==> config.mk <==
export PLATFORM = sky130hd
export DESIGN_NAME = decode_stage_top
export DESIGN_NICKNAME = d
export VERILOG_FILES = /design/src/design/rv_isa_pkg.sv /design/src/design/decode_ctrl_pkg.sv /design/src/design/decode_stage_top.sv /design/src/design/decode_collector.sv /design/src/design/instr_decoder.sv /design/src/design/fetch_slicer.sv
export SDC_FILE = /design/constraint.sdc
export NUM_CORES = 1
export LEC_CHECK = 0
export BUFFER_PORTS_ARGS = -buffer_cell sky130_fd_sc_hd__clkbuf_2
export CORE_AREA = 2 2 192 194
export DETAILED_ROUTE_END_ITERATION = 10
export DIE_AREA = 0 0 194 196
export SLEW_MARGIN = 20
export SYNTH_ARGS = -nofsm -noshare
export SYNTH_HDL_FRONTEND = slang
export SYNTH_SLANG_ARGS = --single-unit
==> constraint.sdc <==
create_clock -name clk -period 2.63 [get_ports clk]
set_input_delay 0.526 -clock clk [delete_from_list [all_inputs] [get_ports clk]]
set_output_delay 0.526 -clock clk [all_outputs]
set_load 0.05 [all_outputs]
==> src/design/rv_isa_pkg.sv <==
`default_nettype none

package rv_isa_pkg;

  localparam int xlen = 64;

  // ========================================
  // major opcodes
  // ========================================
  localparam logic [6:0] op_lui       = 7'b0110111;
  localparam logic [6:0] op_auipc     = 7'b0010111;
  localparam logic [6:0] op_jal       = 7'b1101111;
  localparam logic [6:0] op_jalr      = 7'b1100111;
  localparam logic [6:0] op_branch    = 7'b1100011;
  localparam logic [6:0] op_load      = 7'b0000011;
  localparam logic [6:0] op_store     = 7'b0100011;
  localparam logic [6:0] op_op_imm    = 7'b0010011;
  localparam logic [6:0] op_op        = 7'b0110011;
  localparam logic [6:0] op_op_imm_32 = 7'b0011011;
  localparam logic [6:0] op_op_32     = 7'b0111011;
  localparam logic [6:0] op_system    = 7'b1110011;

  // ========================================
  // instruction formats, msb first
  // ========================================
  typedef struct packed {
    logic [6:0] funct7;
    logic [4:0] rs2;
    logic [4:0] rs1;
    logic [2:0] funct3;
    logic [4:0] rd;
    logic [6:0] opcode;
  } r_fmt_t;

  typedef struct packed {
    logic [11:0] imm_11_0;
    logic [4:0]  rs1;
    logic [2:0]  funct3;
    logic [4:0]  rd;
    logic [6:0]  opcode;
  } i_fmt_t;

  typedef struct packed {
    logic [6:0] imm_11_5;
    logic [4:0] rs2;
    logic [4:0] rs1;
    logic [2:0] funct3;
    logic [4:0] imm_4_0;
    logic [6:0] opcode;
  } s_fmt_t;

  typedef struct packed {
    logic       imm_12;
    logic [5:0] imm_10_5;
    logic [4:0] rs2;
    logic [4:0] rs1;
    logic [2:0] funct3;
    logic [3:0] imm_4_1;
    logic       imm_11;
    logic [6:0] opcode;
  } b_fmt_t;

  typedef struct packed {
    logic [19:0] imm_31_12;
    logic [4:0]  rd;
    logic [6:0]  opcode;
  } u_fmt_t;

  typedef struct packed {
    logic       imm_20;
    logic [9:0] imm_10_1;
    logic       imm_11;
    logic [7:0] imm_19_12;
    logic [4:0] rd;
    logic [6:0] opcode;
  } j_fmt_t;

  typedef union packed {
    logic [31:0] raw;
    r_fmt_t      r;
    i_fmt_t      i;
    s_fmt_t      s;
    b_fmt_t      b;
    u_fmt_t      u;
    j_fmt_t      j;
  } instr_u;

endpackage

`default_nettype wire
==> src/design/decode_ctrl_pkg.sv <==
`default_nettype none

package decode_ctrl_pkg;

  localparam int decode_lanes = 2;  // instructions per fetch packet
  localparam int wb_sel_w     = 4;

  // ========================================
  // decoded control word
  // ========================================
  typedef struct packed {
    logic                branch_en;
    logic [2:0]          branch_opcode;
    logic                alu_en;
    logic                alu_pc_en;      // operand a is pc
    logic                alu_imm_en;     // operand b is imm
    logic [4:0]          alu_opcode;
    logic                alu_halfop;     // 32-bit W form
    logic                jump_en;
    logic                load_en;
    logic [2:0]          load_opcode;
    logic                store_en;
    logic [3:0]          store_len;      // one-hot byte/half/word/double
    logic                wb_en;
    logic [wb_sel_w-1:0] wb_choose;      // one-hot link/imm/load/alu
    logic                i_type;
    logic                s_type;
    logic                b_type;
    logic                u_type;
    logic                j_type;
    logic                ebreak;
  } decode_ctrl_t;

  typedef struct packed {
    logic                         valid;
    logic [rv_isa_pkg::xlen-1:0]  pc;
    rv_isa_pkg::instr_u           instr;
  } lane_in_t;

  typedef struct packed {
    logic                         valid;
    logic [rv_isa_pkg::xlen-1:0]  pc;
    decode_ctrl_t                 ctrl;
    logic [rv_isa_pkg::xlen-1:0]  imm;
    logic [4:0]                   rs1;
    logic [4:0]                   rs2;
    logic [4:0]                   rd;
  } lane_out_t;

  typedef struct packed {
    logic [rv_isa_pkg::xlen-1:0]     pc;     // pc of lane 0
    logic [decode_lanes-1:0][31:0]   instr;
  } fetch_pkt_t;

endpackage

`default_nettype wire

==> src/design/decode_stage_top.sv <==
`timescale 1ns/1ps
`default_nettype none

module decode_stage_top (
  input  logic                                                          clk,
  input  logic                                                          arst_n,
  input  logic                                                          fetch_valid,
  input  decode_ctrl_pkg::fetch_pkt_t                                   fetch_pkt,
  output logic                                                          dec_valid,
  output decode_ctrl_pkg::lane_out_t [decode_ctrl_pkg::decode_lanes-1:0] dec_lanes,
  output logic                                                          halted
);

  decode_ctrl_pkg::lane_in_t  [decode_ctrl_pkg::decode_lanes-1:0] lane_in;
  decode_ctrl_pkg::lane_out_t [decode_ctrl_pkg::decode_lanes-1:0] lane_out;

  fetch_slicer fetch_slicer_inst (
    .clk         (clk),
    .arst_n      (arst_n),
    .fetch_valid (fetch_valid),
    .fetch_pkt   (fetch_pkt),
    .lanes       (lane_in)
  );

  // one combinational decoder per lane
  for (genvar i = 0; i < decode_ctrl_pkg::decode_lanes; i++) begin : g_lane
    instr_decoder instr_decoder_inst (
      .lane_in  (lane_in[i]),
      .lane_out (lane_out[i])
    );
  end

  decode_collector decode_collector_inst (
    .clk       (clk),
    .arst_n    (arst_n),
    .lanes     (lane_out),
    .dec_valid (dec_valid),
    .dec_lanes (dec_lanes),
    .halted    (halted)
  );

endmodule

`default_nettype wire

==> src/design/decode_collector.sv <==
`timescale 1ns/1ps
`default_nettype none

module decode_collector (
  input  logic                                                          clk,
  input  logic                                                          arst_n,
  input  decode_ctrl_pkg::lane_out_t [decode_ctrl_pkg::decode_lanes-1:0] lanes,
  output logic                                                          dec_valid,
  output decode_ctrl_pkg::lane_out_t [decode_ctrl_pkg::decode_lanes-1:0] dec_lanes,
  output logic                                                          halted
);

  logic [decode_ctrl_pkg::decode_lanes-1:0]                             keep;
  logic [decode_ctrl_pkg::decode_lanes-1:0]                             vld_q;
  decode_ctrl_pkg::lane_out_t [decode_ctrl_pkg::decode_lanes-1:0]       lanes_q;
  logic                                                                 any_in;
  logic                                                                 ebreak_hit;
  logic                                                                 halt_next;

  // ========================================
  // squash after jump or branch
  // ========================================
  always_comb begin
    logic cf_seen;
    cf_seen = 1'b0;
    any_in  = 1'b0;
    for (int k = 0; k < decode_ctrl_pkg::decode_lanes; k++) begin
      keep[k] = lanes[k].valid & ~cf_seen;
      cf_seen = cf_seen | (keep[k] & (lanes[k].ctrl.jump_en | lanes[k].ctrl.branch_en));
      any_in  = any_in | lanes[k].valid;
    end
  end

  always_comb begin
    ebreak_hit = 1'b0;
    for (int k = 0; k < decode_ctrl_pkg::decode_lanes; k++) begin
      ebreak_hit = ebreak_hit | (vld_q[k] & lanes_q[k].ctrl.ebreak);  // delivered lanes only
    end
  end

  assign halt_next = halted | ebreak_hit;

  always_ff @(posedge clk or negedge arst_n) begin
    if (!arst_n) begin
      dec_valid <= 1'b0;
      vld_q     <= '0;
      halted    <= 1'b0;
    end else begin
      dec_valid <= any_in & ~halt_next;
      vld_q     <= halt_next ? '0 : keep;
      halted    <= halt_next;  // sticky until reset
    end
  end

  always_ff @(posedge clk) begin
    lanes_q <= lanes;
  end

  always_comb begin
    dec_lanes = lanes_q;
    for (int k = 0; k < decode_ctrl_pkg::decode_lanes; k++) begin
      dec_lanes[k].valid = vld_q[k];
    end
  end

endmodule

`default_nettype wire

==> src/design/instr_decoder.sv <==
`timescale 1ns/1ps
`default_nettype none

module instr_decoder (
  input  decode_ctrl_pkg::lane_in_t  lane_in,
  output decode_ctrl_pkg::lane_out_t lane_out
);

  rv_isa_pkg::instr_u            word;
  decode_ctrl_pkg::decode_ctrl_t ctrl;
  logic [rv_isa_pkg::xlen-1:0]   imm;

  logic [6:0]  opcode;
  logic [2:0]  funct3;
  logic [6:0]  funct7;
  logic        op_11;
  logic        lui_en;
  logic        auipc_en;
  logic        jal_en;
  logic        jalr_en;
  logic        branch_en;
  logic        load_en;
  logic        store_en;
  logic        ioperate_en;
  logic        operate_en;
  logic        iwoperate_en;
  logic        woperate_en;
  logic        shift_en;
  logic [11:0] imm_i;
  logic [11:0] imm_s;
  logic [12:0] imm_b;
  logic [31:0] imm_u;
  logic [20:0] imm_j;

  assign word   = lane_in.instr;
  assign opcode = word.r.opcode;
  assign funct3 = word.r.funct3;
  assign funct7 = word.r.funct7;
  assign op_11  = (opcode[1:0] == 2'b11);  // 32-bit encoding

  // ========================================
  // class enables
  // ========================================
  assign lui_en       = op_11 & (opcode[6:2] == rv_isa_pkg::op_lui[6:2]);
  assign auipc_en     = op_11 & (opcode[6:2] == rv_isa_pkg::op_auipc[6:2]);
  assign jal_en       = op_11 & (opcode[6:2] == rv_isa_pkg::op_jal[6:2]);
  assign jalr_en      = op_11 & (opcode[6:2] == rv_isa_pkg::op_jalr[6:2]);
  assign branch_en    = op_11 & (opcode[6:2] == rv_isa_pkg::op_branch[6:2]);
  assign load_en      = op_11 & (opcode[6:2] == rv_isa_pkg::op_load[6:2]);
  assign store_en     = op_11 & (opcode[6:2] == rv_isa_pkg::op_store[6:2]);
  assign ioperate_en  = op_11 & (opcode[6:2] == rv_isa_pkg::op_op_imm[6:2]);
  assign operate_en   = op_11 & (opcode[6:2] == rv_isa_pkg::op_op[6:2]);
  assign iwoperate_en = op_11 & (opcode[6:2] == rv_isa_pkg::op_op_imm_32[6:2]);
  assign woperate_en  = op_11 & (opcode[6:2] == rv_isa_pkg::op_op_32[6:2]);

  assign shift_en     = (funct3[1:0] == 2'b01);  // slli/srli/srai and W forms

  // ========================================
  // control word
  // ========================================
  always_comb begin
    ctrl               = '0;
    ctrl.branch_en     = branch_en;
    ctrl.branch_opcode = funct3;
    ctrl.alu_en        = jal_en | jalr_en | branch_en | load_en | store_en | auipc_en
                       | ioperate_en | operate_en | iwoperate_en | woperate_en;
    ctrl.alu_pc_en     = auipc_en | jal_en;
    ctrl.alu_imm_en    = auipc_en | jal_en | jalr_en | load_en | store_en
                       | ioperate_en | iwoperate_en;
    if (ioperate_en | iwoperate_en) begin
      ctrl.alu_opcode = shift_en ? {funct7[5], 1'b0, funct3} : {2'b00, funct3};
    end else if (operate_en | woperate_en) begin
      ctrl.alu_opcode = {funct7[5], funct7[0], funct3};  // bit 5 picks sub/sra
    end else if (branch_en) begin
      ctrl.alu_opcode = {2'b00, funct3};
    end
    ctrl.alu_halfop    = iwoperate_en | woperate_en;
    ctrl.jump_en       = jal_en | jalr_en;
    ctrl.load_en       = load_en;
    ctrl.load_opcode   = funct3;
    ctrl.store_en      = store_en;
    if (store_en) begin
      ctrl.store_len = 4'b0001 << funct3[1:0];
    end
    ctrl.wb_en         = lui_en | auipc_en | jal_en | jalr_en | load_en
                       | ioperate_en | operate_en | iwoperate_en | woperate_en;
    ctrl.wb_choose[0]  = jal_en | jalr_en;  // pc + 4
    ctrl.wb_choose[1]  = lui_en;
    ctrl.wb_choose[2]  = load_en;
    ctrl.wb_choose[3]  = auipc_en | ioperate_en | operate_en | iwoperate_en | woperate_en;
    ctrl.i_type        = jalr_en | load_en | ioperate_en | iwoperate_en;
    ctrl.s_type        = store_en;
    ctrl.b_type        = branch_en;
    ctrl.u_type        = lui_en | auipc_en;
    ctrl.j_type        = jal_en;
    // imm 1, rs1 0, funct3 0, rd 0
    ctrl.ebreak        = (opcode == rv_isa_pkg::op_system) & (word.raw[31:7] == 25'h0002000);
  end

  // ========================================
  // immediate
  // ========================================
  assign imm_i = word.i.imm_11_0;
  assign imm_s = {word.s.imm_11_5, word.s.imm_4_0};
  assign imm_b = {word.b.imm_12, word.b.imm_11, word.b.imm_10_5, word.b.imm_4_1, 1'b0};
  assign imm_u = {word.u.imm_31_12, 12'h000};
  assign imm_j = {word.j.imm_20, word.j.imm_19_12, word.j.imm_11, word.j.imm_10_1, 1'b0};

  always_comb begin
    imm = '0;  // r-type and unknown
    if (ctrl.i_type) begin
      imm = {{(rv_isa_pkg::xlen-12){imm_i[11]}}, imm_i};
    end else if (ctrl.s_type) begin
      imm = {{(rv_isa_pkg::xlen-12){imm_s[11]}}, imm_s};
    end else if (ctrl.b_type) begin
      imm = {{(rv_isa_pkg::xlen-13){imm_b[12]}}, imm_b};
    end else if (ctrl.u_type) begin
      imm = {{(rv_isa_pkg::xlen-32){imm_u[31]}}, imm_u};
    end else if (ctrl.j_type) begin
      imm = {{(rv_isa_pkg::xlen-21){imm_j[20]}}, imm_j};
    end
  end

  assign lane_out = '{valid: lane_in.valid,
                      pc:    lane_in.pc,
                      ctrl:  ctrl,
                      imm:   imm,
                      rs1:   word.r.rs1,
                      rs2:   word.r.rs2,
                      rd:    word.r.rd};

endmodule

`default_nettype wire

==> src/design/fetch_slicer.sv <==
`timescale 1ns/1ps
`default_nettype none

module fetch_slicer (
  input  logic                                                         clk,
  input  logic                                                         arst_n,
  input  logic                                                         fetch_valid,
  input  decode_ctrl_pkg::fetch_pkt_t                                  fetch_pkt,
  output decode_ctrl_pkg::lane_in_t [decode_ctrl_pkg::decode_lanes-1:0] lanes
);

  decode_ctrl_pkg::fetch_pkt_t pkt_q;
  logic                        vld_q;

  always_ff @(posedge clk or negedge arst_n) begin
    if (!arst_n) begin
      vld_q <= 1'b0;
    end else begin
      vld_q <= fetch_valid;
    end
  end

  always_ff @(posedge clk) begin
    if (fetch_valid) begin
      pkt_q <= fetch_pkt;  // hold last packet between strobes
    end
  end

  // ========================================
  // per-lane split
  // ========================================
  always_comb begin
    for (int i = 0; i < decode_ctrl_pkg::decode_lanes; i++) begin
      lanes[i].valid = vld_q;
      lanes[i].pc    = pkt_q.pc + (rv_isa_pkg::xlen)'(4 * i);  // 4 bytes per lane
      lanes[i].instr = pkt_q.instr[i];
    end
  end

endmodule

`default_nettype wire

==> metrics.md <==
| Metric | Value |
|---|---|
| Status | completed |
| Slew headroom | 0.456 |
| Reg2Reg Setup Slack | 420 ps |
| Initial antenna violation count | 3 |
| Sink Count | 406 |
| WP buf/inv | 1 |
| Sequential area share after synthesis | 0.739 |
| Fin util | 0.459 |
| Worst Skew | 10.0 ps |
| Synth Flop Type | dfxtp_1 |
| Synth Cell Area | 0.0128 mm^2 |
| Worst Tran Pin Value | 815 ps |
| Total grt overflow | 0 |
| Min-Delay Endpoint | fetch_slicer_inst.lanes[127] |
| Fillers | 3298 |
| Max incr delay on CP | 850 ps |
| Netlist cell types | 46 |
| Final critical-path required period | 2320 ps |
| WHS Path Cells | 1 |
| Later-pin clock latency in the skew report | 540 ps |
| Worst R2R End | decode_collector_inst.dec_lanes[332] |
| Core footprint | 0.0361 mm^2 |
| CP endpoint kind | output pin |
| Num rows | 70 |
| Setup crit start kind | flop |
| Mean Syn Cell Area | 13.7 um^2 |
| Drt pass-1 iters | 5 |
| Total power | 14.6 mW |
| Clock tree buffer depth | 3 |
| Clock-pin slew on the worst setup and hold paths | 60 ps |
| Final instance area | 0.0166 mm^2 |
| Post-detail-place hpwl | 26.1 mm |
| Routed WL | 33.8 mm |
| Fin. Hold Viols | 0 |
| Leak | 7.68 nW |
| PortBufs | 488 |
| Crit Path Category | reg2out |
| FF+latch count, synth | 406 |
| Yosys warnings | 0 |
| Die ar. | 0.0380 mm^2 |
| Final Setup Violations | 0 |
| CTS buffer count | 41 |
| Iter 0 DRT Violations | 356 |
| Post-synth EDFFs | 128 |
| NumNets Final | 1513 |
| Layout cells sized above 1 | 0.403 |
| Initial Util | 0.353 |
| DIE HEIGHT | 196 um |
| Largest net degree at the start of global routing | 70 |
| Worst R2R Start | fetch_slicer_inst.pkt_q[68] |
| Vias in the first global route | 8480 |
| Max-cap violation count | 0 |
| Worst hold start | fetch_pkt[62] |
| Slowest CP cell | dfxtp_1 |
| Via-to-Cell Ratio | 4.54 |
| Critical path, cell by cell | clkbuf_2 |
| CTS root buf | clkbuf_16 |
| Synth Instances | 931 |
| Top delay family on crit path | flip-flops |
| PD cells | 884 mW/mm^2 |
| Remaining DRCs | 0 |
| Fmax | 0.431 GHz |
| Area Overhead vs Synth | 29.9% |
| RSZ-0062 raised after global routing | no |
| Io pins | 489 |
| Worst r2r path cells | 5 |
| CTS tree | done |
| Hold WS | 156 ps |
| H-Tree Depth | 2 |
| First-pass GRT wire length | 50.4 mm |
| Die Wd | 194 um |
| Final ANT Viol Nets | 0 |
| TNS Setup | 0 ps |
| CP Max Fanout | 33 |
| Via count | 8529 |
| Dpl cell area | 0.0152 mm^2 |
| HP Class | in2reg |
| Max-slew violations | 0 |
| Syn Nets | 1063 |
| GPL Wtd Cong | 0.831 |
| Async S/R FF share, synth | 0.00985 |
| Peak supply drop | 0.565 mV |
| Gr usage total | 0.174 |
| Critical Path Stages | 1 |
| WL per Instance | 18.0 um |
| Period utilization | 0.883 |
| CP Data Arrival Time | 1800 ps |
| WP data required | 2100 ps |
flip-flops by register name, indices dropped and copies added, names as in the netlist:
name	flops
decode_collector_inst.dec_lanes	274
decode_collector_inst.dec_valid	1
decode_collector_inst.halted	1
decode_collector_inst.vld_q	1
fetch_slicer_inst.lanes	64
fetch_slicer_inst.pkt_q	64
fetch_slicer_inst.vld_q	1
through the flow:
step / cells / setup slack (ps)
6_report: 1880 / 308
5_1_grt: 1880 / 177
4_1_cts: 1878 / 129
3_5_place_dp: 1804 / 161
3_3_place_gp: 1804 / 328
2_1_floorplan: 931 / 640
cells in the final DEF (no fill, tap or decap), drive strengths merged, types with 3 or more instances in the layout:
master / n
a21o: 34
a21oi: 12
a22o: 10
and2: 29
and3: 9
and4: 3
buf: 16
clkbuf: 543
clkinv: 10
dfrtp: 4
dfxtp: 274
edfxtp: 128
inv: 21
nand2: 47
nand2b: 5
nand3: 28
nand4: 27
nand4b: 3
nor2: 51
nor2b: 10
nor3: 25
nor3b: 5
nor4: 20
nor4b: 4
o21a: 3
o21ai: 6
o22ai: 3
or2: 3
or4: 3
xnor2: 26
xor2: 34
metal layers:
| metal | GRT usage | wire length [um] | up-vias |
|---|---|---|---|
| met3 | 0.0567 | 2870 | 67 |
| met1 | 0.195 | 12800 | 3988 |
| li1 | - | - | 4066 |
| met2 | 0.305 | 17300 | 404 |
| met5 | 0 | 25 | - |
| met4 | 0.0676 | 880 | 4 |
kinds of logic after synthesis:
logic type,Yosys count,share of synthesized area
buffers and inverters,113,0.0575
AND/OR/NAND/NOR,274,0.118
XOR/XNOR,60,0.0412
flip-flops,406,0.739
AO/OA/AOI/OAI,77,0.0434
adder cells (fa/ha/maj),1,0.000981
worst max-delay path by stage:
stage / slack [ps] / end / start
after CTS: 130 / decode_collector_inst.dec_lanes[351] / fetch_slicer_inst.pkt_q[66]
final: 310 / dec_lanes[230] / decode_collector_inst.dec_lanes[255]
after floorplan: 640 / dec_lanes[225] / decode_collector_inst.dec_lanes[255]
after global routing: 180 / dec_lanes[225] / decode_collector_inst.dec_lanes[255]
after global placement: 330 / decode_collector_inst.dec_lanes[353] / fetch_slicer_inst.pkt_q[69]
after detailed placement: 160 / decode_collector_inst.dec_lanes[351] / fetch_slicer_inst.pkt_q[66]
final cells by class:
| cell class | count | area, um^2 | area share |
|---|---|---|---|
| Antenna cell | 1 | 2.50 | 0.000151 |
| Clock buffer | 56 | 1140 | 0.0690 |
| Clock inverter | 17 | 155 | 0.00937 |
| Inverter | 16 | 60.1 | 0.00363 |
| Multi-Input combinational cell | 412 | 2590 | 0.156 |
| Sequential cell | 406 | 9430 | 0.569 |
| Tap cell | 468 | 586 | 0.0354 |
| Timing Repair Buffer | 504 | 2600 | 0.157 |
cells in the mapped netlist, types with 4 or more instances:
library cell | count | area, um^2
nand2b_1 | 5 | 31.3
nor4b_1 | 4 | 35.0
and3_1 | 9 | 56.3
dfrtp_1 | 4 | 100
xnor2_1 | 26 | 228
inv_1 | 16 | 60.1
nand4_1 | 25 | 156
dfxtp_1 | 274 | 5490
clkbuf_1 | 12 | 45.0
nand2_1 | 47 | 176
xor2_1 | 34 | 298
a22o_1 | 10 | 87.6
buf_2 | 4 | 20.0
and2_1 | 29 | 181
nor3b_1 | 5 | 37.5
edfxtp_1 | 128 | 3840
a21oi_1 | 12 | 60.1
o21ai_0 | 5 | 25.0
nor2_1 | 51 | 191
a21o_1 | 34 | 255
nor3_1 | 25 | 125
nand3_1 | 28 | 140
nor4_1 | 18 | 113
buf_4 | 81 | 608
nor2b_1 | 10 | 62.6
what timing repair did:
action / CTS / global route
setup buffers: 0 / 1
endpoints found under the setup margin: 0 / 1
resized for setup: 0 / 0
hold endpoints to repair: 4 / 0
hold buffers: 1 / 0
power by group:
part | switching (mW) | internal [mW] | total, mW
logic | 1.41 | 0.387 | 1.80
registers | 0.327 | 6.91 | 7.23
clock network | 2.36 | 3.26 | 5.61
total | 4.09 | 10.6 | 14.6
(Power assumes the default switching activity.)
